[src/rasterix_settings.svh]
// Rasterix build constants
`ifndef RASTERIX_SETTINGS_SVH
`define RASTERIX_SETTINGS_SVH

// Screen geometry
`define SCREEN_W 16
`define SCREEN_H 16
`define PIXEL_COUNT 256
`define FB_INDEX_W 8

// Datapath widths
`define CMD_W 16
`define PIXEL_W 16
`define COORD_W 8
`define EDGE_W 16
`define MASK_W 4

// Command opcodes
`define OP_SETREG 1
`define OP_FBCTRL 2
`define OP_RENDER 3

////////////////////////////////////////
// Register addresses
////////////////////////////////////////
`define REG_BB_START 0
`define REG_BB_END 1
`define REG_W0 2
`define REG_W1 3
`define REG_W2 4
`define REG_W0_INC_X 5
`define REG_W1_INC_X 6
`define REG_W2_INC_X 7
`define REG_W0_INC_Y 8
`define REG_W1_INC_Y 9
`define REG_W2_INC_Y 10
`define REG_TRI_COLOR 11
`define REG_CLEAR_COLOR 12
`define REG_CONF 13

`endif

[src/rasterixPkg.sv]
// Rasterix shared types
`include "rasterix_settings.svh"

package rasterixPkg;

    typedef logic [3:0] regIndex_t;

    // One header word, decoded per opcode
    typedef union packed {
        struct packed {
            logic [3:0] opcode;
            regIndex_t  regNum;
            logic [7:0] unused;
        } setRegView;
        struct packed {
            logic [3:0] opcode;
            logic       memset;
            logic       commit;
            logic [9:0] unused;
        } fbCtrlView;
    } cmdWord_u;

    // Linear framebuffer address of a screen pixel
    function automatic logic [`FB_INDEX_W-1:0] pixelIndex(input logic [`COORD_W-1:0] x,
                                                          input logic [`COORD_W-1:0] y);
        return `FB_INDEX_W'(y * `SCREEN_W + x);
    endfunction

    // Replace only the nibbles enabled in mask, bit 3 is the top nibble
    function automatic logic [`PIXEL_W-1:0] maskedMerge(input logic [`PIXEL_W-1:0] oldPix,
                                                        input logic [`PIXEL_W-1:0] newPix,
                                                        input logic [`MASK_W-1:0] mask);
        logic [`PIXEL_W-1:0] result;
        result = oldPix;
        for (int i = 0; i < `MASK_W; i++) begin
            if (mask[i]) begin
                result[i*4 +: 4] = newPix[i*4 +: 4];
            end
        end
        return result;
    endfunction

endpackage

[src/rasterixIfs.sv]
// Rasterix internal interfaces
`include "rasterix_settings.svh"

// Triangle setup from the register bank
interface triangleIf;
    logic [`COORD_W-1:0]       bbStartX, bbStartY, bbEndX, bbEndY;
    logic signed [`EDGE_W-1:0] w0, w1, w2;
    logic signed [`EDGE_W-1:0] w0IncX, w1IncX, w2IncX;
    logic signed [`EDGE_W-1:0] w0IncY, w1IncY, w2IncY;
    logic [`PIXEL_W-1:0]       triColor;

    modport source (output bbStartX, bbStartY, bbEndX, bbEndY, w0, w1, w2,
                    w0IncX, w1IncX, w2IncX, w0IncY, w1IncY, w2IncY, triColor);
    modport sink (input bbStartX, bbStartY, bbEndX, bbEndY, w0, w1, w2,
                  w0IncX, w1IncX, w2IncX, w0IncY, w1IncY, w2IncY, triColor);
endinterface

// Fragment write strobe, no handshake
interface fragIf;
    logic                    fragWriteEnable;
    logic [`FB_INDEX_W-1:0]  fragIndex;
    logic [`PIXEL_W-1:0]     fragColor;

    modport source (output fragWriteEnable, fragIndex, fragColor);
    modport sink (input fragWriteEnable, fragIndex, fragColor);
endinterface


[src/rasterizer.sv]
// Rasterix edge function rasterizer
`include "rasterix_settings.svh"

module rasterizer import rasterixPkg::*; (
    input  logic     aclk,
    input  logic     rstN,

    input  logic     startRender,
    output logic     rasterBusy,

    triangleIf.sink  triangle,
    fragIf.source    frag
);

    logic [`COORD_W-1:0]       x;
    logic [`COORD_W-1:0]       y;
    logic signed [`EDGE_W-1:0] wInit [3];
    logic signed [`EDGE_W-1:0] incX [3];
    logic signed [`EDGE_W-1:0] incY [3];
    logic signed [`EDGE_W-1:0] edgeVal [3];
    logic signed [`EDGE_W-1:0] rowVal [3];
    logic                      rowEnd;
    logic                      covered;

    assign wInit[0] = triangle.w0;
    assign wInit[1] = triangle.w1;
    assign wInit[2] = triangle.w2;
    assign incX[0]  = triangle.w0IncX;
    assign incX[1]  = triangle.w1IncX;
    assign incX[2]  = triangle.w2IncX;
    assign incY[0]  = triangle.w0IncY;
    assign incY[1]  = triangle.w1IncY;
    assign incY[2]  = triangle.w2IncY;

    assign rowEnd  = (x == triangle.bbEndX);
    assign covered = (edgeVal[0] >= 0) && (edgeVal[1] >= 0) && (edgeVal[2] >= 0);

    // Pixel is written in the cycle it is visited
    assign frag.fragWriteEnable = rasterBusy && covered;
    assign frag.fragIndex       = pixelIndex(x, y);
    assign frag.fragColor       = triangle.triColor;

    ////////////////////////////////////////
    // Bounding box walk
    ////////////////////////////////////////
    always_ff @(posedge aclk) begin
        if (!rstN) begin
            rasterBusy <= 1'b0;
            x          <= '0;
            y          <= '0;
        end else if (startRender) begin
            rasterBusy <= 1'b1;
            x          <= triangle.bbStartX;
            y          <= triangle.bbStartY;
        end else if (rasterBusy) begin
            if (rowEnd) begin
                x <= triangle.bbStartX;
                if (y == triangle.bbEndY) begin
                    rasterBusy <= 1'b0;
                end else begin
                    y <= y + 1'b1;
                end
            end else begin
                x <= x + 1'b1;
            end
        end
    end

    // Edge values step by X along a row and by Y from the row start
    always_ff @(posedge aclk) begin
        for (int k = 0; k < 3; k++) begin
            if (startRender) begin
                edgeVal[k] <= wInit[k];
                rowVal[k]  <= wInit[k];
            end else if (rasterBusy && rowEnd) begin
                edgeVal[k] <= rowVal[k] + incY[k];
                rowVal[k]  <= rowVal[k] + incY[k];
            end else if (rasterBusy) begin
                edgeVal[k] <= edgeVal[k] + incX[k];
            end
        end
    end

endmodule

[src/flat_wrapper.sv]
// flat-port wrapper written by rule: the top's interface ports become plain ports
module rasterizer_flat import rasterixPkg::*;
  (aclk, rstN, startRender, rasterBusy, triangle_bbStartX, triangle_bbStartY, triangle_bbEndX, triangle_bbEndY, triangle_w0, triangle_w1, triangle_w2, triangle_w0IncX, triangle_w1IncX, triangle_w2IncX, triangle_w0IncY, triangle_w1IncY, triangle_w2IncY, triangle_triColor, frag_fragWriteEnable, frag_fragIndex, frag_fragColor);
  triangleIf triangle_i ();
  fragIf frag_i ();
  input  logic aclk;
  input  logic rstN;
  input  logic startRender;
  output logic rasterBusy;
  input wire logic [$bits(triangle_i.bbStartX)-1:0] triangle_bbStartX;
  input wire logic [$bits(triangle_i.bbStartY)-1:0] triangle_bbStartY;
  input wire logic [$bits(triangle_i.bbEndX)-1:0] triangle_bbEndX;
  input wire logic [$bits(triangle_i.bbEndY)-1:0] triangle_bbEndY;
  input wire logic [$bits(triangle_i.w0)-1:0] triangle_w0;
  input wire logic [$bits(triangle_i.w1)-1:0] triangle_w1;
  input wire logic [$bits(triangle_i.w2)-1:0] triangle_w2;
  input wire logic [$bits(triangle_i.w0IncX)-1:0] triangle_w0IncX;
  input wire logic [$bits(triangle_i.w1IncX)-1:0] triangle_w1IncX;
  input wire logic [$bits(triangle_i.w2IncX)-1:0] triangle_w2IncX;
  input wire logic [$bits(triangle_i.w0IncY)-1:0] triangle_w0IncY;
  input wire logic [$bits(triangle_i.w1IncY)-1:0] triangle_w1IncY;
  input wire logic [$bits(triangle_i.w2IncY)-1:0] triangle_w2IncY;
  input wire logic [$bits(triangle_i.triColor)-1:0] triangle_triColor;
  output wire logic [$bits(frag_i.fragWriteEnable)-1:0] frag_fragWriteEnable;
  output wire logic [$bits(frag_i.fragIndex)-1:0] frag_fragIndex;
  output wire logic [$bits(frag_i.fragColor)-1:0] frag_fragColor;
  assign triangle_i.bbStartX = triangle_bbStartX;
  assign triangle_i.bbStartY = triangle_bbStartY;
  assign triangle_i.bbEndX = triangle_bbEndX;
  assign triangle_i.bbEndY = triangle_bbEndY;
  assign triangle_i.w0 = triangle_w0;
  assign triangle_i.w1 = triangle_w1;
  assign triangle_i.w2 = triangle_w2;
  assign triangle_i.w0IncX = triangle_w0IncX;
  assign triangle_i.w1IncX = triangle_w1IncX;
  assign triangle_i.w2IncX = triangle_w2IncX;
  assign triangle_i.w0IncY = triangle_w0IncY;
  assign triangle_i.w1IncY = triangle_w1IncY;
  assign triangle_i.w2IncY = triangle_w2IncY;
  assign triangle_i.triColor = triangle_triColor;
  assign frag_fragWriteEnable = frag_i.fragWriteEnable;
  assign frag_fragIndex = frag_i.fragIndex;
  assign frag_fragColor = frag_i.fragColor;
  rasterizer u_core (.aclk(aclk), .rstN(rstN), .startRender(startRender), .rasterBusy(rasterBusy), .triangle(triangle_i), .frag(frag_i));
endmodule
[config.mk]
export PLATFORM = sky130hd
export DESIGN_NAME = rasterizer_flat
export DESIGN_NICKNAME = d
export VERILOG_FILES = /design/src/rasterixPkg.sv /design/src/rasterixIfs.sv /design/src/rasterizer.sv /design/src/flat_wrapper.sv
export VERILOG_INCLUDE_DIRS = /design/src
export SDC_FILE = /design/constraint.sdc
export NUM_CORES = 1
export LEC_CHECK = 0
export BUFFER_PORTS_ARGS = -buffer_cell sky130_fd_sc_hd__clkbuf_2
export CAP_MARGIN = 20
export CORE_ASPECT_RATIO = 1.25
export CORE_MARGIN = 5
export CORE_UTILIZATION = 40
export DETAILED_ROUTE_END_ITERATION = 10
export GPL_TIMING_DRIVEN = 0
export SLEW_MARGIN = 20
export SYNTH_ARGS = -nofsm -noshare
export SYNTH_HDL_FRONTEND = slang
export SYNTH_SLANG_ARGS = --single-unit
[constraint.sdc]
create_clock -name aclk -period 4.7 [get_ports aclk]
set_input_delay 0.705 -clock aclk [delete_from_list [all_inputs] [get_ports aclk]]
set_output_delay 0.705 -clock aclk [all_outputs]
set_load 0.1 [all_outputs]
# --- Yosys cells after proc, flatten, opt, wreduce, memory -nomap -nowiden ---
# Memories as Yosys holds them, arrays and structs flattened.
# Cells that the tools add are included.
totals:
  ff_bits: 17
  ram_bits: 96
  inputBits: 195
  out_inout_bits: 26
  word_cells: 65
  mem_count: 2
mem_list:
  columns: ["name", "words", "width", "rd", "rd_clocked_by_memory_dff", "write_ports", "line", "text"]
  rows:
  - ["u_core.edgeVal", 3, 16, 3, 0, 3, "rasterizer.sv:20", "logic signed [`EDGE_W-1:0] edgeVal [3];"]
  - ["u_core.rowVal", 3, 16, 3, 0, 3, "rasterizer.sv:21", "logic signed [`EDGE_W-1:0] rowVal [3];"]
op_classes:
  add_sub_neg: 9
  magnitude_cmp: 3
  eq_ne: 3
  mux: 29
  bitwise: 9
  reduce_logical: 7
op_table:
  columns: ["op", "count"]
  rows:
  - ["2-to-1 mux 16 bit", 9]
  - ["adder 16 bit", 6]
  - ["2-to-1 mux 8 bit", 7]
  - ["greater-or-equal comparator 16 x 1 -> 1 bit, second input constant", 3]
  - ["adder 8 x 1 -> 8 bit, second input constant", 2]
  - ["== test 8 bit", 2]
  - ["2-to-1 mux 1 bit", 13]
  - ["bitwise OR 1 bit", 9]
  - ["adder 8 bit", 1]
  - ["logical AND 1 bit", 4]
  - ["nonzero test 2 bit", 2]
  - ["AND reduction 3 bit", 1]
  - ["inequality test 2 bit, second input constant", 1]

# --- Longest topological paths before layout ---
# Gate-level depths: netlist of the first run.
depth:
  word_depth: 7
  mapped_depth: 9
  ltp_nobuf: 9

# --- Least setup slack after synthesis of the first run ---
# No wires, ideal clock.
synth_path:
  path_type: "register to output"
  from: "register u_core.rasterBusy"
  to: "output port frag_fragWriteEnable"
  arrival_time_ns: 4.136
  required_time_ns: 3.995
  slack_ns: -0.141
  stages_incl_launch_ff: 2
  n_path_buf: 0
  cell_sequence: "dfxtp_1 nor4b_1"
synth_via:
  elab_chain_cells: 1
synth_rtl:
  columns: ["element", "line", "text"]
  rows:
  - ["start: declaration", "rasterizer.sv:9", "output logic rasterBusy,"]
  - ["start signal: assignment", "rasterizer.sv:48", "rasterBusy <= 1'b0;"]
  - ["start signal: assignment", "rasterizer.sv:52", "rasterBusy <= 1'b1;"]
  - ["start signal: assignment", "rasterizer.sv:59", "rasterBusy <= 1'b0;"]
  - ["logical AND 1 bit", "rasterizer.sv:39", "assign frag.fragWriteEnable = rasterBusy && covered;"]
  - ["end: declaration", "flat_wrapper.sv:24", "output wire logic [$bits(frag_i.fragWriteEnable)-1:0] frag_fragWriteEnable;"]
# Every way passes these cells.

==> results.toml, run 1 <==
[route]
route.detailed.drc = 0
drtIter0Drc = 377
vias = 8455
vias_per_cell = 5.355
ant_nets = 0
avgRoutedWirePerCell_um = 17.67
wl_um = 27900
firstDrtPassIters = 5

[worst_setup_path]
cpPeakStageDelay_ns = 0.52
cp_num_buf_inv = 2
arrival_ns = 3.32
cp_slowest_cell = "nor4_4"
path_class = "flop to flop"
startpoint = "u_core.x[4]"
critPathCaptureType = "flop"
crit_fanout = 10
crit_path_cell_trace = "xor2_1 > nor4_4 > nand2_1 > nor2_4 > buf_2 > buf_4 > nand2_1 > o211ai_1"
path_delay_family = "simple AND/OR/NAND/NOR gates"
reg2regPathDepth = 8
cp.depth = 8
startpoint_type = "flop"
timing.rr.start = "u_core.x[4]"
critPathMostFrequentCell = "nand2_1"
required_ns = 4.94

[synthesis]
yosysMostFrequentCell = "nand2_1"
synth_top_area_share_pct = 30.10
ys_ff_latch = 113
synth_area_mm2 = 0.009578
yosys-top-cells-count = "173 x nand2_1, 96 x edfxtp_1, 95 x ha_1"
ys_async_sr_fraction_pct = 0
synthDistinctLibCells = 66
ys_top_cells_by_area = "edfxtp_1 30%, ha_1 12%, nand2_1 6.8%"
synth_edf_count = 96
ys_seq_area_share_pct = 33.65
post_synth.cell_area_avg_um2 = 9.139
synth_cells = 1048
synth_top_flop_cell = "edfxtp_1"
synth_largest_area_cell = "edfxtp_1"
synth_warnings = 0
synthesis.nets = 1345

[placement]
placed_cells = 1546
place.gp.congestion = 0.8761
io_buffers = 203
dp_hpwl_um = 22200

[worst_hold_path]
hp-start = "u_core.x[7]"
hold_class = "flop to flop"
hold_path_depth = 2

[cells_and_area]
area_growth_pct = 21.41
fin_util_pct = 49.17
drive_gt1_share_pct = 22.71
fillers = 2307
layout.nets = 1570
stdcell_count = 1579

[clock_network]
cts-root-buf = "clkbuf_16"
cts.clk_slew.worst_paths_ns = 0.06
ctsLongestPathBuffers = 2
h-tree-depth = 4
hold_buffers = 0
clkLatencyLatePin_ns = 0.42
post_cts_buffers = 0
post_cts_resized = 0
numCtsBuffers = 17
cts_sinks = 113
cts_tree = "built"

[grt]
grt_pass1_wl_um = 43130
grt_pass1_vias = 8240
grt_usage_pct = 20.29
antenna_found_initial = 0
grt_overflow = 0
grt_max_degree = 36

[floorplanning]
dieArea_mm2 = 0.02716
core_mm2 = 0.02365
die_h_um = 183.0
core.rowCount = 63
fp.dieW_um = 148.4
io_pins = 221
initial_core_util_pct = 40.50

[pwr]
power.density_mw_per_mm2 = 315.5
power_leakage_nw = 5.318
power.total_mw = 3.669
peakVddDrop_mv = 0.2531

[timing]
slew_violations = 0
worstMarginPinSlew_ns = 0.7551
slew_headroom_pct = 49.66
rsz0062_at_grt = "false"
fin_crit_sh_pct = 65.62
finClkSkew_ns = 0.01007
max_freq_ghz = 0.3242
setup_total_negative_slack_ns = 0
setup_viol = 0
finalHoldViolCount = 0
period_minus_slack_ns = 3.084

[flow_run]
cap_violations = 0

[run_status]
status = "completed"
## through the flow
step                hold slack, ns  setup slack (ns)  area (um2)
finish                      0.5240             1.616       11630
detailed placement          0.5176             1.149       11050
floorplan                   0.4797            0.9512        9584
global route                0.5655             1.372       11630
CTS                         0.5194             1.496       11630
global placement            0.5067           -0.7953       10970
## power breakdown
part / internal [mW] / switching, mW / total, mW
Combinational: 0.493 / 0.694 / 1.19
Clock: 0.780 / 0.474 / 1.25
Sequential: 1.19 / 0.0400 / 1.23
Total: 2.46 / 1.21 / 3.67
## worst register-to-register path, delay by kind of cell, from the launching register on
family | cells | cell delay (ns)
buf+inv | 2 | 0.69
simple gates | 4 | 1.49
xor+xnor | 1 | 0.14
flops | 1 | 0.45
compound gates | 1 | 0.12
## state kept, by name, summed over array words and instances, names as in the netlist
signal,count
u_core.edgeVal,48
u_core.rowVal,48
u_core.x,8
u_core.y,8
u_core.rasterBusy,1
## metal layers
| metal | GRT usage [%] | wire length (um) | vias to the layer above |
|---|---|---|---|
| li1 | - | - | 4315 |
| met1 | 25.37 | 12060 | 3917 |
| met2 | 35.53 | 13880 | 195 |
| met3 | 4.671 | 1539 | 28 |
| met4 | 4.991 | 418 | 0 |
| met5 | 0 | 0 | - |
## cell families after synthesis
logic type / synth area share [%]
mux: 3.906
fa+ha+maj: 13.87
buf+inv: 3.619
simple gates: 15.32
compound gates: 20.85
flops: 33.65
xor+xnor: 8.779
## final timing paths
check,endpoint,slack (ns)
setup reg to reg,u_core.edgeVal[0][11],1.62
hold / removal,u_core.x[7],0.52
hold reg to reg,u_core.x[7],0.52
setup / recovery,u_core.edgeVal[0][11],1.62
## cell usage in the layout, fill, tap and decap left out, types with 7 or more instances in the layout
cell type / n
a21oi_1: 73
o21a_1: 11
nand4_1: 7
nor3_1: 20
and3_1: 11
inv_1: 19
o21ai_1: 31
nor2_1: 54
clkbuf_16: 20
clkbuf_2: 203
o211ai_1: 10
nand3_1: 20
clkbuf_1: 23
edfxtp_1: 96
o21bai_1: 15
o21ai_0: 41
dfxtp_1: 17
buf_4: 21
mux2_2: 16
xor2_1: 41
xnor2_1: 55
o31ai_1: 7
a211oi_1: 15
a31oi_1: 12
a21o_1: 39
fa_1: 7
ha_1: 95
and2_1: 8
buf_2: 7
nand2_1: 173
mux2i_1: 16
## layout make-up
type	instances	area, um2	area share (%)
sequential	113	3223	27.72
multi-input combinational	866	6023	51.80
buffer	49	271.5	2.335
antenna	1	2.502	0.02152
inverter	20	76.32	0.6563
clock inverter	7	46.29	0.3981
tap	292	365.4	3.142
clock buffer	25	529.3	4.551
timing repair buffer	206	1091	9.382
(Power assumes the default switching activity.)
==> run 2, diff against run 1 <==
==> constraint.sdc (replaced) <==
create_clock -name aclk -period 2.8 [get_ports aclk]
set_input_delay 0.42 -clock aclk [delete_from_list [all_inputs] [get_ports aclk]]
set_output_delay 0.42 -clock aclk [all_outputs]
set_load 0.1 [all_outputs]
==> results.toml, run 2 (synthesized netlist as in run 1, its figures left out) <==
[run_status]
status = "completed"

[worst_setup_path]
required_ns = 2.98
crit_fanout = 3
timing.rr.start = "u_core.rowVal[0][0]"
reg2regPathDepth = 9
cp_slowest_cell = "fa_2"
startpoint = "u_core.rowVal[0][0]"
endpoint = "u_core.edgeVal[0][14]"
reg2reg_slack_ns = 0.07
arrival_ns = 2.91
cp_num_buf_inv = 0
critPathCaptureType = "flop"
cpPeakStageDelay_ns = 0.38
startpoint_type = "flop"
path_class = "flop to flop"
crit_path_cell_trace = "ha_2 > fa_2 > a211oi_2 > o21bai_2 > a31o_4 > a2111oi_4 > xor2_1 > o21ai_1 > mux2_2"
reg2reg_to = "u_core.edgeVal[0][14]"
cp.depth = 9
path_delay_family = "compound AO/OA/AOI/OAI gates"

[route]
ant_nets = 0
vias_per_cell = 5.461
firstDrtPassIters = 5
drtIter0Drc = 368
avgRoutedWirePerCell_um = 18.36
route.detailed.drc = 0
vias = 8683
wl_um = 29190

[floorplanning]
fp.dieW_um = 148.4
initial_core_util_pct = 40.50
die_h_um = 183.0
dieArea_mm2 = 0.02716
core_mm2 = 0.02365
core.rowCount = 63
io_pins = 221

[timing]
period_minus_slack_ns = 2.733
slew_violations = 0
rsz0062_at_grt = "true"
setup_total_negative_slack_ns = 0
slew_headroom_pct = 49.34
setup_viol = 0
finClkSkew_ns = 0.01150
max_freq_ghz = 0.3659
worstMarginPinSlew_ns = 0.7598
fin_crit_sh_pct = 97.61
worst_hold_slack_ns = 0.2386
finalHoldViolCount = 0

[cells_and_area]
most-common-layout-cells = "207 x clkbuf_2, 171 x nand2_1, 96 x edfxtp_1"
fillers = 2312
antenna_cells = 0
top_regs = "u_core.edgeVal: 48 flops, u_core.rowVal: 48 flops"
layout_commonest_cell = "clkbuf_2"
stdcell_count = 1590
area_growth_pct = 24.14
drive_gt1_share_pct = 25.81
final_area_mm2 = 0.01189
layout.nets = 1582

[grt]
grt_pass1_wl_um = 43750
grt_usage_pct = 20.70
grt_max_degree = 57
antenna_found_initial = 6
grt_pass1_vias = 8450
grt_overflow = 0

[clock_network]
numCtsBuffers = 17
clkLatencyLatePin_ns = 0.43
ctsLongestPathBuffers = 2
cts-root-buf = "clkbuf_16"
cts.clk_slew.worst_paths_ns = 0.06
h-tree-depth = 4
cts_tree = "built"
cts_sinks = 113
hold_buffers = 0

[placement]
place_area_mm2 = 0.01105
placed_cells = 1545
place.gp.congestion = 0.8697
io_buffers = 203
dp_hpwl_um = 22140

[pwr]
power_leakage_nw = 5.436
peakVddDrop_mv = 0.4501
power.total_mw = 6.220
power.density_mw_per_mm2 = 523.1

[flow_run]
cap_violations = 0

[worst_hold_path]
hold_class = "input port to flop"
run 2: metrics by stage:
stage,util [%],worst slack (ns)
2_1_floorplan,-,0.02212
3_3_place_gp,46.50,-1.092
3_5_place_dp,46.72,-0.5440
4_1_cts,49.63,0.003758
5_1_grt,50.28,-0.06401
6_report,50.28,0.06691
run 2: worst min path at each step:
stage / from / to / cells past startpoint
finish: triangle_bbStartX[1] / u_core.x[1] / 3
global route: triangle_bbStartX[1] / u_core.x[1] / 3
CTS: triangle_bbStartX[1] / u_core.x[1] / 3
detailed placement: u_core.y[7] / u_core.y[7] / 2
global placement: u_core.x[7] / u_core.x[7] / 2
floorplan: u_core.x[7] / u_core.x[7] / 2
run 2: layout make-up:
cell class              instances  area, um2  area share, %
clock inverters                 5      26.28         0.2210
flip-flops and latches        113       3224          27.12
well taps                     292      365.4          3.073
clock buffers                  27      524.3          4.409
plain buffers                  49      276.5          2.326
repair buffers                218       1186          9.976
multi-input cells             866       6211          52.24
inverters                      20      76.32         0.6419
run 2: worst min-delay path, delay by kind of cell:
kind,cells,cell delay [ns]
compound gates,1,0.07
simple gates,1,0.04
buf+inv,1,0.08
run 2: per-layer routing:
metal	global-route usage, %	routed length [um]
met5	0	89
met3	4.128	1627
met2	36.17	14310
met1	25.14	12330
met4	7.985	828
run 2: timing repair:
action | in CTS | in global routing
gates cloned | 0 | 0
buffers inserted | 7 | 5
endpoints found under the setup margin | 70 | 46
pin swaps | 5 | 14
gates resized for setup | 16 | 25
run 2: report_power, final:
group | internal (mW) | total, mW | switching (mW)
logic | 0.868 | 2.07 | 1.21
clock network | 1.27 | 2.08 | 0.810
registers | 1.99 | 2.06 | 0.0701
