$ cat config.mk
export PLATFORM = sky130hd
export DESIGN_NAME = registerBank_flat
export DESIGN_NICKNAME = d
export VERILOG_FILES = /design/src/rasterixPkg.sv /design/src/rasterixIfs.sv /design/src/registerBank.sv /design/src/flat_wrapper.sv
export VERILOG_INCLUDE_DIRS = /design/src
export SDC_FILE = /design/constraint.sdc
export NUM_CORES = 1
export LEC_CHECK = 0
export BUFFER_PORTS_ARGS = -buffer_cell sky130_fd_sc_hd__buf_2
export CORE_UTILIZATION = 35
export CTS_CLUSTER_SIZE = 14
export DETAILED_ROUTE_END_ITERATION = 10
export HOLD_SLACK_MARGIN = 0.12
export PLACE_DENSITY = 0.68
export SLEW_MARGIN = 20
export SYNTH_ARGS = -nofsm -noshare
export SYNTH_HDL_FRONTEND = slang
export SYNTH_SLANG_ARGS = --single-unit
$ cat constraint.sdc
create_clock -name aclk -period 3.1 [get_ports aclk]
set_input_delay 0.31 -clock aclk [delete_from_list [all_inputs] [get_ports aclk]]
set_output_delay 0.31 -clock aclk [all_outputs]
set_load 0.05 [all_outputs]
$ cat src/rasterix_settings.svh
// Rasterix build constants
`ifndef RASTERIX_SETTINGS_SVH
`define RASTERIX_SETTINGS_SVH

// Screen geometry
`define SCREEN_W 16
`define SCREEN_H 16
`define PIXEL_COUNT 256
`define FB_INDEX_W 8

// Datapath widths
`define CMD_W 16
`define PIXEL_W 16
`define COORD_W 8
`define EDGE_W 16
`define MASK_W 4

// Command opcodes
`define OP_SETREG 1
`define OP_FBCTRL 2
`define OP_RENDER 3

////////////////////////////////////////
// Register addresses
////////////////////////////////////////
`define REG_BB_START 0
`define REG_BB_END 1
`define REG_W0 2
`define REG_W1 3
`define REG_W2 4
`define REG_W0_INC_X 5
`define REG_W1_INC_X 6
`define REG_W2_INC_X 7
`define REG_W0_INC_Y 8
`define REG_W1_INC_Y 9
`define REG_W2_INC_Y 10
`define REG_TRI_COLOR 11
`define REG_CLEAR_COLOR 12
`define REG_CONF 13

`endif

$ cat src/rasterixPkg.sv
// Rasterix shared types
`include "rasterix_settings.svh"

package rasterixPkg;

    typedef logic [3:0] regIndex_t;

    // One header word, decoded per opcode
    typedef union packed {
        struct packed {
            logic [3:0] opcode;
            regIndex_t  regNum;
            logic [7:0] unused;
        } setRegView;
        struct packed {
            logic [3:0] opcode;
            logic       memset;
            logic       commit;
            logic [9:0] unused;
        } fbCtrlView;
    } cmdWord_u;

    // Linear framebuffer address of a screen pixel
    function automatic logic [`FB_INDEX_W-1:0] pixelIndex(input logic [`COORD_W-1:0] x,
                                                          input logic [`COORD_W-1:0] y);
        return `FB_INDEX_W'(y * `SCREEN_W + x);
    endfunction

    // Replace only the nibbles enabled in mask, bit 3 is the top nibble
    function automatic logic [`PIXEL_W-1:0] maskedMerge(input logic [`PIXEL_W-1:0] oldPix,
                                                        input logic [`PIXEL_W-1:0] newPix,
                                                        input logic [`MASK_W-1:0] mask);
        logic [`PIXEL_W-1:0] result;
        result = oldPix;
        for (int i = 0; i < `MASK_W; i++) begin
            if (mask[i]) begin
                result[i*4 +: 4] = newPix[i*4 +: 4];
            end
        end
        return result;
    endfunction

endpackage

$ cat src/rasterixIfs.sv
// Rasterix internal interfaces
`include "rasterix_settings.svh"

// Triangle setup from the register bank
interface triangleIf;
    logic [`COORD_W-1:0]       bbStartX, bbStartY, bbEndX, bbEndY;
    logic signed [`EDGE_W-1:0] w0, w1, w2;
    logic signed [`EDGE_W-1:0] w0IncX, w1IncX, w2IncX;
    logic signed [`EDGE_W-1:0] w0IncY, w1IncY, w2IncY;
    logic [`PIXEL_W-1:0]       triColor;

    modport source (output bbStartX, bbStartY, bbEndX, bbEndY, w0, w1, w2,
                    w0IncX, w1IncX, w2IncX, w0IncY, w1IncY, w2IncY, triColor);
    modport sink (input bbStartX, bbStartY, bbEndX, bbEndY, w0, w1, w2,
                  w0IncX, w1IncX, w2IncX, w0IncY, w1IncY, w2IncY, triColor);
endinterface


$ cat src/registerBank.sv
// Rasterix triangle register bank
`include "rasterix_settings.svh"

module registerBank import rasterixPkg::*; (
    input  logic        aclk,
    input  logic        rstN,

    input  logic        regWrite,
    input  regIndex_t   regAddr,
    input  logic [15:0] regData,

    triangleIf.source   triangle,
    output logic [15:0] clearColor,
    output logic [15:0] confReg
);

    localparam int RegCount = `REG_CONF + 1;

    logic [15:0] regs [RegCount];

    always_ff @(posedge aclk) begin
        if (!rstN) begin
            for (int i = 0; i < RegCount; i++) begin
                regs[i] <= '0;
            end
            // All nibbles writable by default
            regs[`REG_CONF] <= 16'h000f;
        end else if (regWrite && (regAddr < RegCount)) begin
            regs[regAddr] <= regData;
        end
    end

    ////////////////////////////////////////
    // Triangle view
    ////////////////////////////////////////
    // X in the high byte, Y in the low byte
    assign triangle.bbStartX = regs[`REG_BB_START][15:8];
    assign triangle.bbStartY = regs[`REG_BB_START][7:0];
    assign triangle.bbEndX   = regs[`REG_BB_END][15:8];
    assign triangle.bbEndY   = regs[`REG_BB_END][7:0];

    assign triangle.w0     = $signed(regs[`REG_W0]);
    assign triangle.w1     = $signed(regs[`REG_W1]);
    assign triangle.w2     = $signed(regs[`REG_W2]);
    assign triangle.w0IncX = $signed(regs[`REG_W0_INC_X]);
    assign triangle.w1IncX = $signed(regs[`REG_W1_INC_X]);
    assign triangle.w2IncX = $signed(regs[`REG_W2_INC_X]);
    assign triangle.w0IncY = $signed(regs[`REG_W0_INC_Y]);
    assign triangle.w1IncY = $signed(regs[`REG_W1_INC_Y]);
    assign triangle.w2IncY = $signed(regs[`REG_W2_INC_Y]);

    assign triangle.triColor = regs[`REG_TRI_COLOR];

    assign clearColor = regs[`REG_CLEAR_COLOR];
    assign confReg    = regs[`REG_CONF];

endmodule

$ cat src/flat_wrapper.sv
// flat-port wrapper written by rule: the top's interface ports become plain ports
module registerBank_flat import rasterixPkg::*;
  (aclk, rstN, regWrite, regAddr, regData, clearColor, confReg, triangle_bbStartX, triangle_bbStartY, triangle_bbEndX, triangle_bbEndY, triangle_w0, triangle_w1, triangle_w2, triangle_w0IncX, triangle_w1IncX, triangle_w2IncX, triangle_w0IncY, triangle_w1IncY, triangle_w2IncY, triangle_triColor);
  triangleIf triangle_i ();
  input  logic aclk;
  input  logic rstN;
  input  logic regWrite;
  input  regIndex_t regAddr;
  input  logic [15:0] regData;
  output logic [15:0] clearColor;
  output logic [15:0] confReg;
  output wire logic [$bits(triangle_i.bbStartX)-1:0] triangle_bbStartX;
  output wire logic [$bits(triangle_i.bbStartY)-1:0] triangle_bbStartY;
  output wire logic [$bits(triangle_i.bbEndX)-1:0] triangle_bbEndX;
  output wire logic [$bits(triangle_i.bbEndY)-1:0] triangle_bbEndY;
  output wire logic [$bits(triangle_i.w0)-1:0] triangle_w0;
  output wire logic [$bits(triangle_i.w1)-1:0] triangle_w1;
  output wire logic [$bits(triangle_i.w2)-1:0] triangle_w2;
  output wire logic [$bits(triangle_i.w0IncX)-1:0] triangle_w0IncX;
  output wire logic [$bits(triangle_i.w1IncX)-1:0] triangle_w1IncX;
  output wire logic [$bits(triangle_i.w2IncX)-1:0] triangle_w2IncX;
  output wire logic [$bits(triangle_i.w0IncY)-1:0] triangle_w0IncY;
  output wire logic [$bits(triangle_i.w1IncY)-1:0] triangle_w1IncY;
  output wire logic [$bits(triangle_i.w2IncY)-1:0] triangle_w2IncY;
  output wire logic [$bits(triangle_i.triColor)-1:0] triangle_triColor;
  assign triangle_bbStartX = triangle_i.bbStartX;
  assign triangle_bbStartY = triangle_i.bbStartY;
  assign triangle_bbEndX = triangle_i.bbEndX;
  assign triangle_bbEndY = triangle_i.bbEndY;
  assign triangle_w0 = triangle_i.w0;
  assign triangle_w1 = triangle_i.w1;
  assign triangle_w2 = triangle_i.w2;
  assign triangle_w0IncX = triangle_i.w0IncX;
  assign triangle_w1IncX = triangle_i.w1IncX;
  assign triangle_w2IncX = triangle_i.w2IncX;
  assign triangle_w0IncY = triangle_i.w0IncY;
  assign triangle_w1IncY = triangle_i.w1IncY;
  assign triangle_w2IncY = triangle_i.w2IncY;
  assign triangle_triColor = triangle_i.triColor;
  registerBank u_core (.aclk(aclk), .rstN(rstN), .regWrite(regWrite), .regAddr(regAddr), .regData(regData), .triangle(triangle_i), .clearColor(clearColor), .confReg(confReg));
endmodule
; ---- Yosys cells after proc, flatten, opt, wreduce, memory -nomap -nowiden
; Memory sizes are Yosys's and may differ from the RTL's.
; Cells that the tools add are included.
[word_totals]
ramBits = 224
mem_count = 1
regBits = 0
inputBits = 23
output_inout_bits = 224
[classes]
n_mux = 8
bitwise = 1
magnitude_cmp = 1
n_reduce_logical = 2
[memory_table]
columns = name, depth, word_bits, rd, rd_ports_with_merged_regs, wr, line_no
row1 = u_core.regs, 14, 16, 14, 0, 14, registerBank.sv:19  ; logic [15:0] regs [RegCount];
[ops]
columns = operator, n
row1 = $mux 16, 2
row2 = $reduce_or 16->1, 1
row3 = $mux 1, 5
row4 = $lt 4x4->1 const B, 1
row5 = $mux 4, 1
row6 = $logic_and 1x1->1, 1
row7 = $or 1x1->1, 1

; ---- Longest topological paths before layout
; Gate-level depths: netlist of the first run.
[depth]
depth_word = 7
ltp_mapped = 6

; ---- Worst setup path before layout of the first run
; Ideal clock, no wire load.
[synth_timing]
path_type = input port to flip-flop
start = input port rstN
end = memory u_core.regs[10][0], enable pin
setup_time_ns = 0.411
t_required_ns = 2.689
path_buffers = 2
stages = 4
setup_slack_ns = 0.629
arrival_ns = 2.059
path_cell_list = buf_2 nand4b_1 clkbuf_1 o21ai_0
[synth_rtl]
columns = item, line_no
row1 = from (decl), flat_wrapper.sv:6  ; input logic rstN;
row2 = to (decl), registerBank.sv:19

==> results of run 1 <==
-- Yosys cell counts --
cell type  number
nand4bb_1       1
nor3_1        197
nand4_1         1
or2_1           1
buf_6           3
or3_1           4
buf_4           2
nor3_2         23
inv_1          16
clkbuf_1       45
buf_1           1
o21ai_0        14
edfxtp_1      224
nand4b_1        2
nand2_1         1
nand2b_1        2
buf_2          19
-- final timing paths --
kind	from	endpoint	slack (ns)	cells after the start
worst max-delay path	regData[3]	u_core.regs[3][3]	1.53	4
worst min-delay path	regAddr[2]	u_core.regs[3][7]	0.37	3
-- power groups by stage --
| stage | Sequential (uW) | Combinational (uW) | Clock, uW |
|---|---|---|---|
| floorplan | 4250 | 171 | 0 |
| global placement | 3620 | 1100 | 0 |
| detailed placement | 3620 | 1110 | 0 |
| CTS | 3560 | 1110 | 2980 |
| global route | 3570 | 1150 | 3100 |
| finish | 3560 | 1110 | 2940 |
-- cell type report --
cell class                 instances  area, sq um
multi-input combinational        246         1420
sequential                       224         6730
fill                            2110        12800
clock buffer                      33          656
inverter                          16         60.1
tap                              319          399
timing repair buffer             273         1460
clock inverter                     9          145
-- kinds of logic after synthesis --
logic type	share of synthesized area, %
buffers and inverters	4.45
DFF	79.4
AOI/OAI and AO/OA	0.827
and+or+nand+nor	15.3
-- worst max-delay path, stage by stage --
cell and delay (ns):
dlygate4sd3_1 0.55, buf_2 0.13, inv_1 0.62, nor3_1 0.17
-- per-stage QoR --
step           total power (uW)  hold WS, ns  setup slack [ns]
3_5_place_dp               4730        0.590              1.04
4_1_cts                    7650        0.342              1.56
2_1_floorplan              4420        0.489             0.629
6_report                   7610        0.370              1.53
3_3_place_gp               4720        0.588              1.09
5_1_grt                    7820        0.363              1.50
-- metal layers --
metal	vias to the layer above	track usage, %
met3	36	3.94
met4	0	5.59
met5	-	0
li1	2554	-
met1	2830	26.1
met2	276	33.1
==> impl_metrics.csv, run 1 <==
group,metric,value,unit
status,outcome,"finished, final reports clean",
synth,synthTopCellsByArea,"edfxtp_1, nor3_1, nor3_2",
power_and_ir_drop,pwr-share-comb,14.5,%
timing,max_clock_freq,635,MHz
final_layout,final_common_cell,"buf_2",
route,vias,5696,
critical_path,crit_path_end_kind,"flop",
clock_network,path_clk_slew,0.07,ns
final_layout,nets,808,
route,wl_per_cell,22.0,um
final_layout,areaGrowthSynthToFinish,28.2,%
final_layout,antenna_cells,0,
timing,hold_viol_final,0,
synth,syn_area,8470,sq um
clock_network,cts_setup_buffers,0,
place,dp.cells,1074,
worst_hold_path,worstHoldPathType,"primary input to flop",
critical_path,crit_type,"primary input to flop",
route,wl_met3,1930,um
timing,post-route-min-period,1.57,ns
global_routing,grt_max_degree,69,
job,maxCapViolations,0,
global_routing,track_usage,19.8,%
final_layout,reg_top3,"u_core.regs: 224 flops",
critical_path,crit_arrival,1.79,ns
clock_network,cts_tree,"built",
route,first_pass_iters,6,
power_and_ir_drop,intPower,5470,uW
route,top_layer,"met4",
clock_network,clock-root-buffer,"clkbuf_16",
final_layout,mostFrequentLayoutCells,"buf_2, edfxtp_1, nor3_1",
final_layout,largest_register_ffs,224,
power_and_ir_drop,p_clk_share,38.7,%
clock_network,hold_buffers,4,
synth,synth_top_area_share,79.4,%
clock_network,cts.sinks,224,
global_routing,overflow,0,
place,dpl_cell_area,10000,sq um
final_layout,drive_gt1_share,41.7,%
critical_path,required,3.32,ns
final_layout,top_register,"u_core.regs",
global_routing,antenna_found_initial,0,
power_and_ir_drop,leakagePower,0.00384,uW
synth,synth_nets,579,
place,dp_hpwl,15600,um
final_layout,instances_no_fill,1120,
clock_network,cts-resized-gates,0,
timing,rsz0062_at_grt,"no",
route,drt-met1-wl,10100,um
power_and_ir_drop,p_sw_share,28.1,%
critical_path,start_kind,"primary input",
synth,synth-seq-cells,224,
clock_network,cts_buffers,24,
timing,period_share,50.8,%
timing,worst_slew_pin_slew,0.961,ns
synth,synth.distinct_cells,17,
critical_path,path_max_fanout,13,
timing,finalMaxSlewViolations,0,
synth,synthCells,556,
place,io_buffers,246,
power_and_ir_drop,seqPwrFrac,46.8,%
floorplanning,row_count,56,
timing,max_slew_margin,35.9,%
route,drtIter0Drc,441,
route,drcViolationCount,0,
floorplanning,io_pins,247,
timing,setup_tns,0,ns
synth,postSynthAreaPerCell,15.2,sq um
power_and_ir_drop,ir_worst_vdd,0.365,mV
floorplanning,fp.dieH,158,um
route,wl,24700,um
floorplanning,initial_core_util,35.9,%
timing,setup_violations,0,
power_and_ir_drop,p_switching,2130,uW
final_layout,stdcell_area,10900,sq um
floorplanning,dieArea,24800,sq um
global_routing,grt_pass1_vias,5389,
clock_network,htreeDepth,1,
route,postRouteAntennaNets,0,
synth,synth_warnings,0,
floorplanning,die_w,158,um
synth,ys_seq_area_share,79.4,%
route,wl_met2,12100,um
synth,synth_area_leader_cell,"edfxtp_1",
clock_network,cts_max_path_buffers,3,
global_routing,grt_pass1_wl,35100,um
final_layout,utilization,46.0,%
floorplanning,core_area,23600,sq um
route,via_per_inst,5.09,
power_and_ir_drop,powerDensity,700,nW/um^2
place,gp_congestion,0.777,
Power figures use the tool's default switching activity.
==> run 2: changes to the inputs <==
==> constraint.sdc (replaced) <==
create_clock -name aclk -period 1.57 [get_ports aclk]
set_input_delay 0.157 -clock aclk [delete_from_list [all_inputs] [get_ports aclk]]
set_output_delay 0.157 -clock aclk [all_outputs]
set_load 0.05 [all_outputs]
==> impl_metrics.csv, run 2 (synthesis results as in run 1) <==
group,metric,value,unit
global_routing,grt_pass1_vias,5693,
route,via_per_inst,4.99,
place,dpl_cell_area,10500,sq um
route,first_pass_iters,5,
critical_path,required,1.41,ns
critical_path,cpLargestDelayFamily,"flip-flops",
floorplanning,die_w,158,um
critical_path,crit_buf_inv,1,
floorplanning,initial_core_util,35.9,%
power_and_ir_drop,powerDensity,1320,nW/um^2
final_layout,top_register,"u_core.regs",
critical_path,cp.depth,1,
global_routing,grt_max_degree,58,
route,wl_per_cell,21.2,um
clock_network,cts_setup_buffers,0,
timing,post-route-min-period,1.30,ns
floorplanning,fp.dieH,158,um
timing,worst_slew_pin_slew,0.409,ns
timing,setup_violations,0,
timing,hold_viol_final,0,
global_routing,overflow,0,
critical_path,start_kind,"flop",
route,drtIter0Drc,422,
critical_path,cp-startpoint,"u_core.regs[13][14]",
clock_network,cts_max_path_buffers,3,
timing,period_share,83.1,%
final_layout,nets,849,
timing,setup_slack,0.266,ns
final_layout,areaGrowthSynthToFinish,34.5,%
timing,max_slew_margin,72.7,%
final_layout,reg_top3,"u_core.regs: 224 flops",
timing,max_clock_freq,767,MHz
final_layout,largest_register_ffs,224,
floorplanning,dieArea,24800,sq um
route,vias,5789,
timing,rsz0062_at_grt,"no",
clock_network,cts-resized-gates,0,
floorplanning,io_pins,247,
floorplanning,core_area,23600,sq um
place,dp_hpwl,16200,um
route,drcViolationCount,0,
global_routing,grt_pass1_wl,35600,um
timing,hold_slack,0.219,ns
power_and_ir_drop,ir_worst_vdd,0.718,mV
global_routing,antenna_found_initial,0,
clock_network,cts.sinks,224,
critical_path,cp_slowest_cell,"edfxtp_1",
place,io_buffers,246,
clock_network,cts_tree,"built",
clock_network,hold_buffers,5,
clock_network,clock-root-buffer,"clkbuf_16",
clock_network,cts_buffers,24,
status,outcome,"finished, final reports clean",
critical_path,crit_path_end_kind,"output port",
place,pre_cts_slack,0.120,ns
job,maxCapViolations,0,
final_layout,antenna_cells,0,
global_routing,track_usage,19.9,%
route,postRouteAntennaNets,0,
critical_path,slowest_delay,0.41,ns
clock_network,htreeDepth,1,
critical_path,crit_path_end,"confReg[14]",
worst_hold_path,worstHoldPathType,"primary input to flop",
final_layout,mostFrequentLayoutCells,"buf_2, edfxtp_1, nor3_1",
timing,setup_tns,0,ns
final_layout,stdcell_area,11400,sq um
route,wl,24600,um
critical_path,crit_arrival,1.15,ns
power_and_ir_drop,leakagePower,0.00411,uW
timing,finalMaxSlewViolations,0,
critical_path,path_max_fanout,1,
critical_path,path_cells,"buf_2",
place,gp_congestion,0.754,
critical_path,crit_type,"flop to output port",
final_layout,final_common_cell,"buf_2",
final_layout,drive_gt1_share,45.3,%
clock_network,path_clk_slew,0.06,ns
power_and_ir_drop,fin_total_pwr,15100,uW
floorplanning,row_count,56,
## run 2: cell count changes in the layout (fill, tap and decap cells not counted)
cell / before / now
buf_4: 22 / 49
buf_12: 1 / 14
o21ai_4: 0 / 5
clkbuf_1: 8 / 4
o21ai_1: 7 / 3
clkinvlp_4: 0 / 3
dlygate4sd3_1: 4 / 5
o21ai_2: 7 / 6
## run 2: worst min-delay path by stage
stage | startpoint | to | slack [ns] | cells past startpoint
after floorplan | regData[0] | u_core.regs[13][0] | 0.34 | 1
after global placement | regData[0] | u_core.regs[13][0] | 0.43 | 2
after detailed placement | regData[1] | u_core.regs[13][1] | 0.44 | 2
after CTS | regData[9] | u_core.regs[0][9] | 0.21 | 4
after global routing | regData[9] | u_core.regs[4][9] | 0.23 | 4
final | regData[9] | u_core.regs[0][9] | 0.22 | 4
## run 2: routing by layer
layer | vias to the layer above | global-route usage [%] | share of wire (%)
li1 | 2624 | - | -
met1 | 2847 | 25.6 | 40
met2 | 267 | 34.0 | 50
met3 | 51 | 3.28 | 6.9
met4 | 0 | 7.17 | 2.8
met5 | - | 0 | 0
## run 2: layout make-up
cell class	count	area (sq um)
well taps	319	399
clock inverters	12	168
repair buffers	314	1930
fillers	2043	12200
inverters	16	60.1
multi-input cells	246	1470
clock buffers	29	641
flip-flops and latches	224	6730
## run 2: stage by stage
step           instances  utilization, %
2_1_floorplan        556               -
3_3_place_gp        1114            44.6
3_5_place_dp        1114            44.6
4_1_cts             1160            48.2
5_1_grt             1160            48.2
6_report            1160            48.2
## run 2: where the power goes
part           internal, uW  switching, uW
registers              6920            109
clock network          3550           2190
logic                   435           1890
==> run 3: changes to the inputs <==
--- a/config.mk
+++ b/config.mk
@@ -6,12 +6,13 @@
 export SDC_FILE = /design/constraint.sdc
 export NUM_CORES = 1
 export LEC_CHECK = 0
+export ABC_AREA = 1
 export BUFFER_PORTS_ARGS = -buffer_cell sky130_fd_sc_hd__buf_2
 export CORE_UTILIZATION = 35
 export CTS_CLUSTER_SIZE = 14
 export DETAILED_ROUTE_END_ITERATION = 10
 export HOLD_SLACK_MARGIN = 0.12
-export PLACE_DENSITY = 0.68
+export PLACE_DENSITY = 0.7
 export SLEW_MARGIN = 20
 export SYNTH_ARGS = -nofsm -noshare
 export SYNTH_HDL_FRONTEND = slang
==> constraint.sdc (replaced) <==
create_clock -name aclk -period 1.05 [get_ports aclk]
set_input_delay 0.105 -clock aclk [delete_from_list [all_inputs] [get_ports aclk]]
set_output_delay 0.105 -clock aclk [all_outputs]
set_load 0.05 [all_outputs]
==> impl_metrics.csv, run 3 <==
group,metric,value,unit
power_and_ir_drop,leakagePower,0.00512,uW
final_layout,stdcell_area,12800,sq um
critical_path,cp.depth,1,
synth,synth_area_leader_cell,"edfxtp_1",
timing,worst_slew_pin_slew,0.297,ns
final_layout,seqCellArea,6730,sq um
synth,synth_most_common_cell,"edfxtp_1",
synth,synthCells,556,
final_layout,multiInputGateArea,1480,sq um
critical_path,slowest_delay,0.42,ns
synth,syn_area,8090,sq um
power_and_ir_drop,p_sw_share,28.1,%
critical_path,cpLargestDelayFamily,"flip-flops",
route,drcViolationCount,0,
route,vias,5593,
power_and_ir_drop,p_switching,6310,uW
worst_hold_path,holdPathEnd,"u_core.regs[13][2]",
timing,setup_tns,-24.81,ns
final_layout,areaGrowthSynthToFinish,58.5,%
power_and_ir_drop,pwr-share-comb,17.9,%
route,wl,24300,um
clock_network,path_clk_slew,0.07,ns
place,dpl_cell_area,10600,sq um
global_routing,grt_max_degree,17,
status,violations,"negative setup slack",
floorplanning,row_count,55,
synth,synth_warnings,0,
final_layout,reg_top3,"u_core.regs: 224 flops",
power_and_ir_drop,seqPwrFrac,47.2,%
status,outcome,"complete, but fails checks",
floorplanning,core_area,22600,sq um
final_layout,drive_gt1_share,42.1,%
final_layout,n_fill_cell,1710,
place,dp_hpwl,15900,um
timing,hold_viol_final,0,
floorplanning,initial_core_util,35.8,%
worst_hold_path,min_path_cells,5,
floorplanning,die_w,154,um
synth,synthTopCellsByArea,"edfxtp_1, nor2_1, inv_1",
place,gp_congestion,0.786,
route,postRouteAntennaNets,0,
route,via_per_inst,4.83,
synth,synth-seq-cells,224,
worst_hold_path,min_from,"regWrite",
timing,post-route-min-period,1.21,ns
job,maxCapViolations,0,
synth,synth_nets,579,
power_and_ir_drop,p_clk_share,34.9,%
critical_path,path_max_fanout,1,
timing,finalMaxSlewViolations,0,
synth,ys_seq_area_share,83.1,%
floorplanning,dieArea,23700,sq um
critical_path,path_cells,"buf_6",
final_layout,largest_register_ffs,224,
power_and_ir_drop,ir_worst_vdd,0.864,mV
timing,max_clock_freq,825,MHz
critical_path,crit_path_end_kind,"output port",
timing,rsz0062_at_grt,"yes",
synth,synth.distinct_cells,15,
clock_network,htreeDepth,1,
worst_hold_path,worstHoldPathType,"primary input to flop",
synth,async_reset_ff_share,0,%
clock_network,cts_tree,"built",
critical_path,cp_slowest_cell,"edfxtp_1",
route,wl_per_cell,21.0,um
power_and_ir_drop,powerDensity,1750,nW/um^2
critical_path,crit_buf_inv,1,
clock_network,clock-root-buffer,"clkbuf_16",
place,io_buffers,246,
route,first_pass_iters,4,
global_routing,antenna_found_initial,0,
timing,hold_slack,0.144,ns
power_and_ir_drop,fin_total_pwr,22500,uW
global_routing,track_usage,20.4,%
clock_network,cts_max_path_buffers,3,
clock_network,cts.sinks,224,
floorplanning,io_pins,247,
timing,setup_slack,-0.162,ns
timing,setup_violations,224,
clock_network,cts_buffers,24,
synth,postSynthAreaPerCell,14.6,sq um
global_routing,overflow,0,
synth,synthFlopType,"edfxtp_1",
final_layout,mostFrequentLayoutCells,"buf_6, edfxtp_1, nor2_1",
synth,yosys-top-cells-count,"edfxtp_1, nor2_1, inv_1",
power_and_ir_drop,intPower,16200,uW
critical_path,crit_arrival,1.11,ns
place,pre_cts_slack,-0.266,ns
synth,synth_top_area_share,83.1,%
global_routing,grt_pass1_vias,5663,
final_layout,nets,882,
synth,synth_edf_count,224,
route,drtIter0Drc,278,
critical_path,required,0.94,ns
timing,max_slew_margin,80.2,%
final_layout,antenna_cells,0,
final_layout,top_register,"u_core.regs",
floorplanning,fp.dieH,154,um
clock_network,cts_setup_buffers,0,
global_routing,grt_pass1_wl,35400,um
critical_path,start_kind,"flop",
critical_path,crit_type,"flop to output port",
timing,period_share,115,%
-- run 3: cell types whose count changed in the layout (fill, tap and decap cells not counted), sizes merged, moves of 3 or more --
cell         previous run  this run
inv                    16        27
o21ai                  14         1
nand3                   0         5
or3                     4         0
nor3                  220        17
buf                   309       293
nand2                   1        35
dlygate4sd3             5        16
nor2                    0       214
bufinv                  4         1
-- run 3: power groups by stage --
stage | clock, uW | combinational, uW | sequential [uW]
final | 7850 | 4010 | 10600
after global placement | 0 | 3330 | 10600
after global routing | 8290 | 4110 | 10700
after detailed placement | 0 | 3360 | 10700
after CTS | 7960 | 4010 | 10600
after floorplan | 0 | 477 | 12500
-- run 3: area by class of cell --
type / instances / share of cell area (%)
Timing Repair Buffer: 309 / 26.8
Multi-Input combinational cell: 272 / 11.5
Sequential cell: 224 / 52.4
Inverter: 28 / 0.917
Clock buffer: 29 / 4.99
Clock inverter: 10 / 0.614
Tap cell: 285 / 2.78
-- run 3: worst max-delay path by stage --
stage,start,slack (ns),end
CTS,u_core.regs[10][5],-0.17,triangle_w2IncY[5]
global route,u_core.regs[12][4],-0.20,clearColor[4]
global placement,regWrite,-0.24,u_core.regs[4][9]
detailed placement,regWrite,-0.27,u_core.regs[4][3]
floorplan,rstN,-0.08,u_core.regs[0][0]
finish,u_core.regs[12][4],-0.16,clearColor[4]
-- run 3: cells by family after synthesis --
logic type             count (synthesis)  synth area share, %
DFF                                  224                 83.1
AOI/OAI and AO/OA                      1               0.0618
and+or+nand+nor                      271                 13.5
buffers and inverters                 60                 3.29
-- run 3: layer usage --
layer / share of wire [%] / track usage (%) / vias to the layer above
li1: - / - / 2507
met1: 38 / 24.0 / 2765
met2: 53 / 36.4 / 249
met3: 5.4 / 3.61 / 72
met4: 4.1 / 9.19 / 0
met5: 0 / 0 / -
-- run 3: metrics by stage --
stage                     utilization [%]  std cells
final                                56.7       1157
after global routing                 56.7       1157
after CTS                            56.7       1157
after detailed placement             46.6       1102
after global placement               46.6       1102
after floorplan                         -        556
-- run 3: repair_timing --
action                                 CTS  global route
setup endpoints to repair              224           224
resized for setup                      448             0
hold buffers                            16             0
endpoints found under the hold margin  183             0
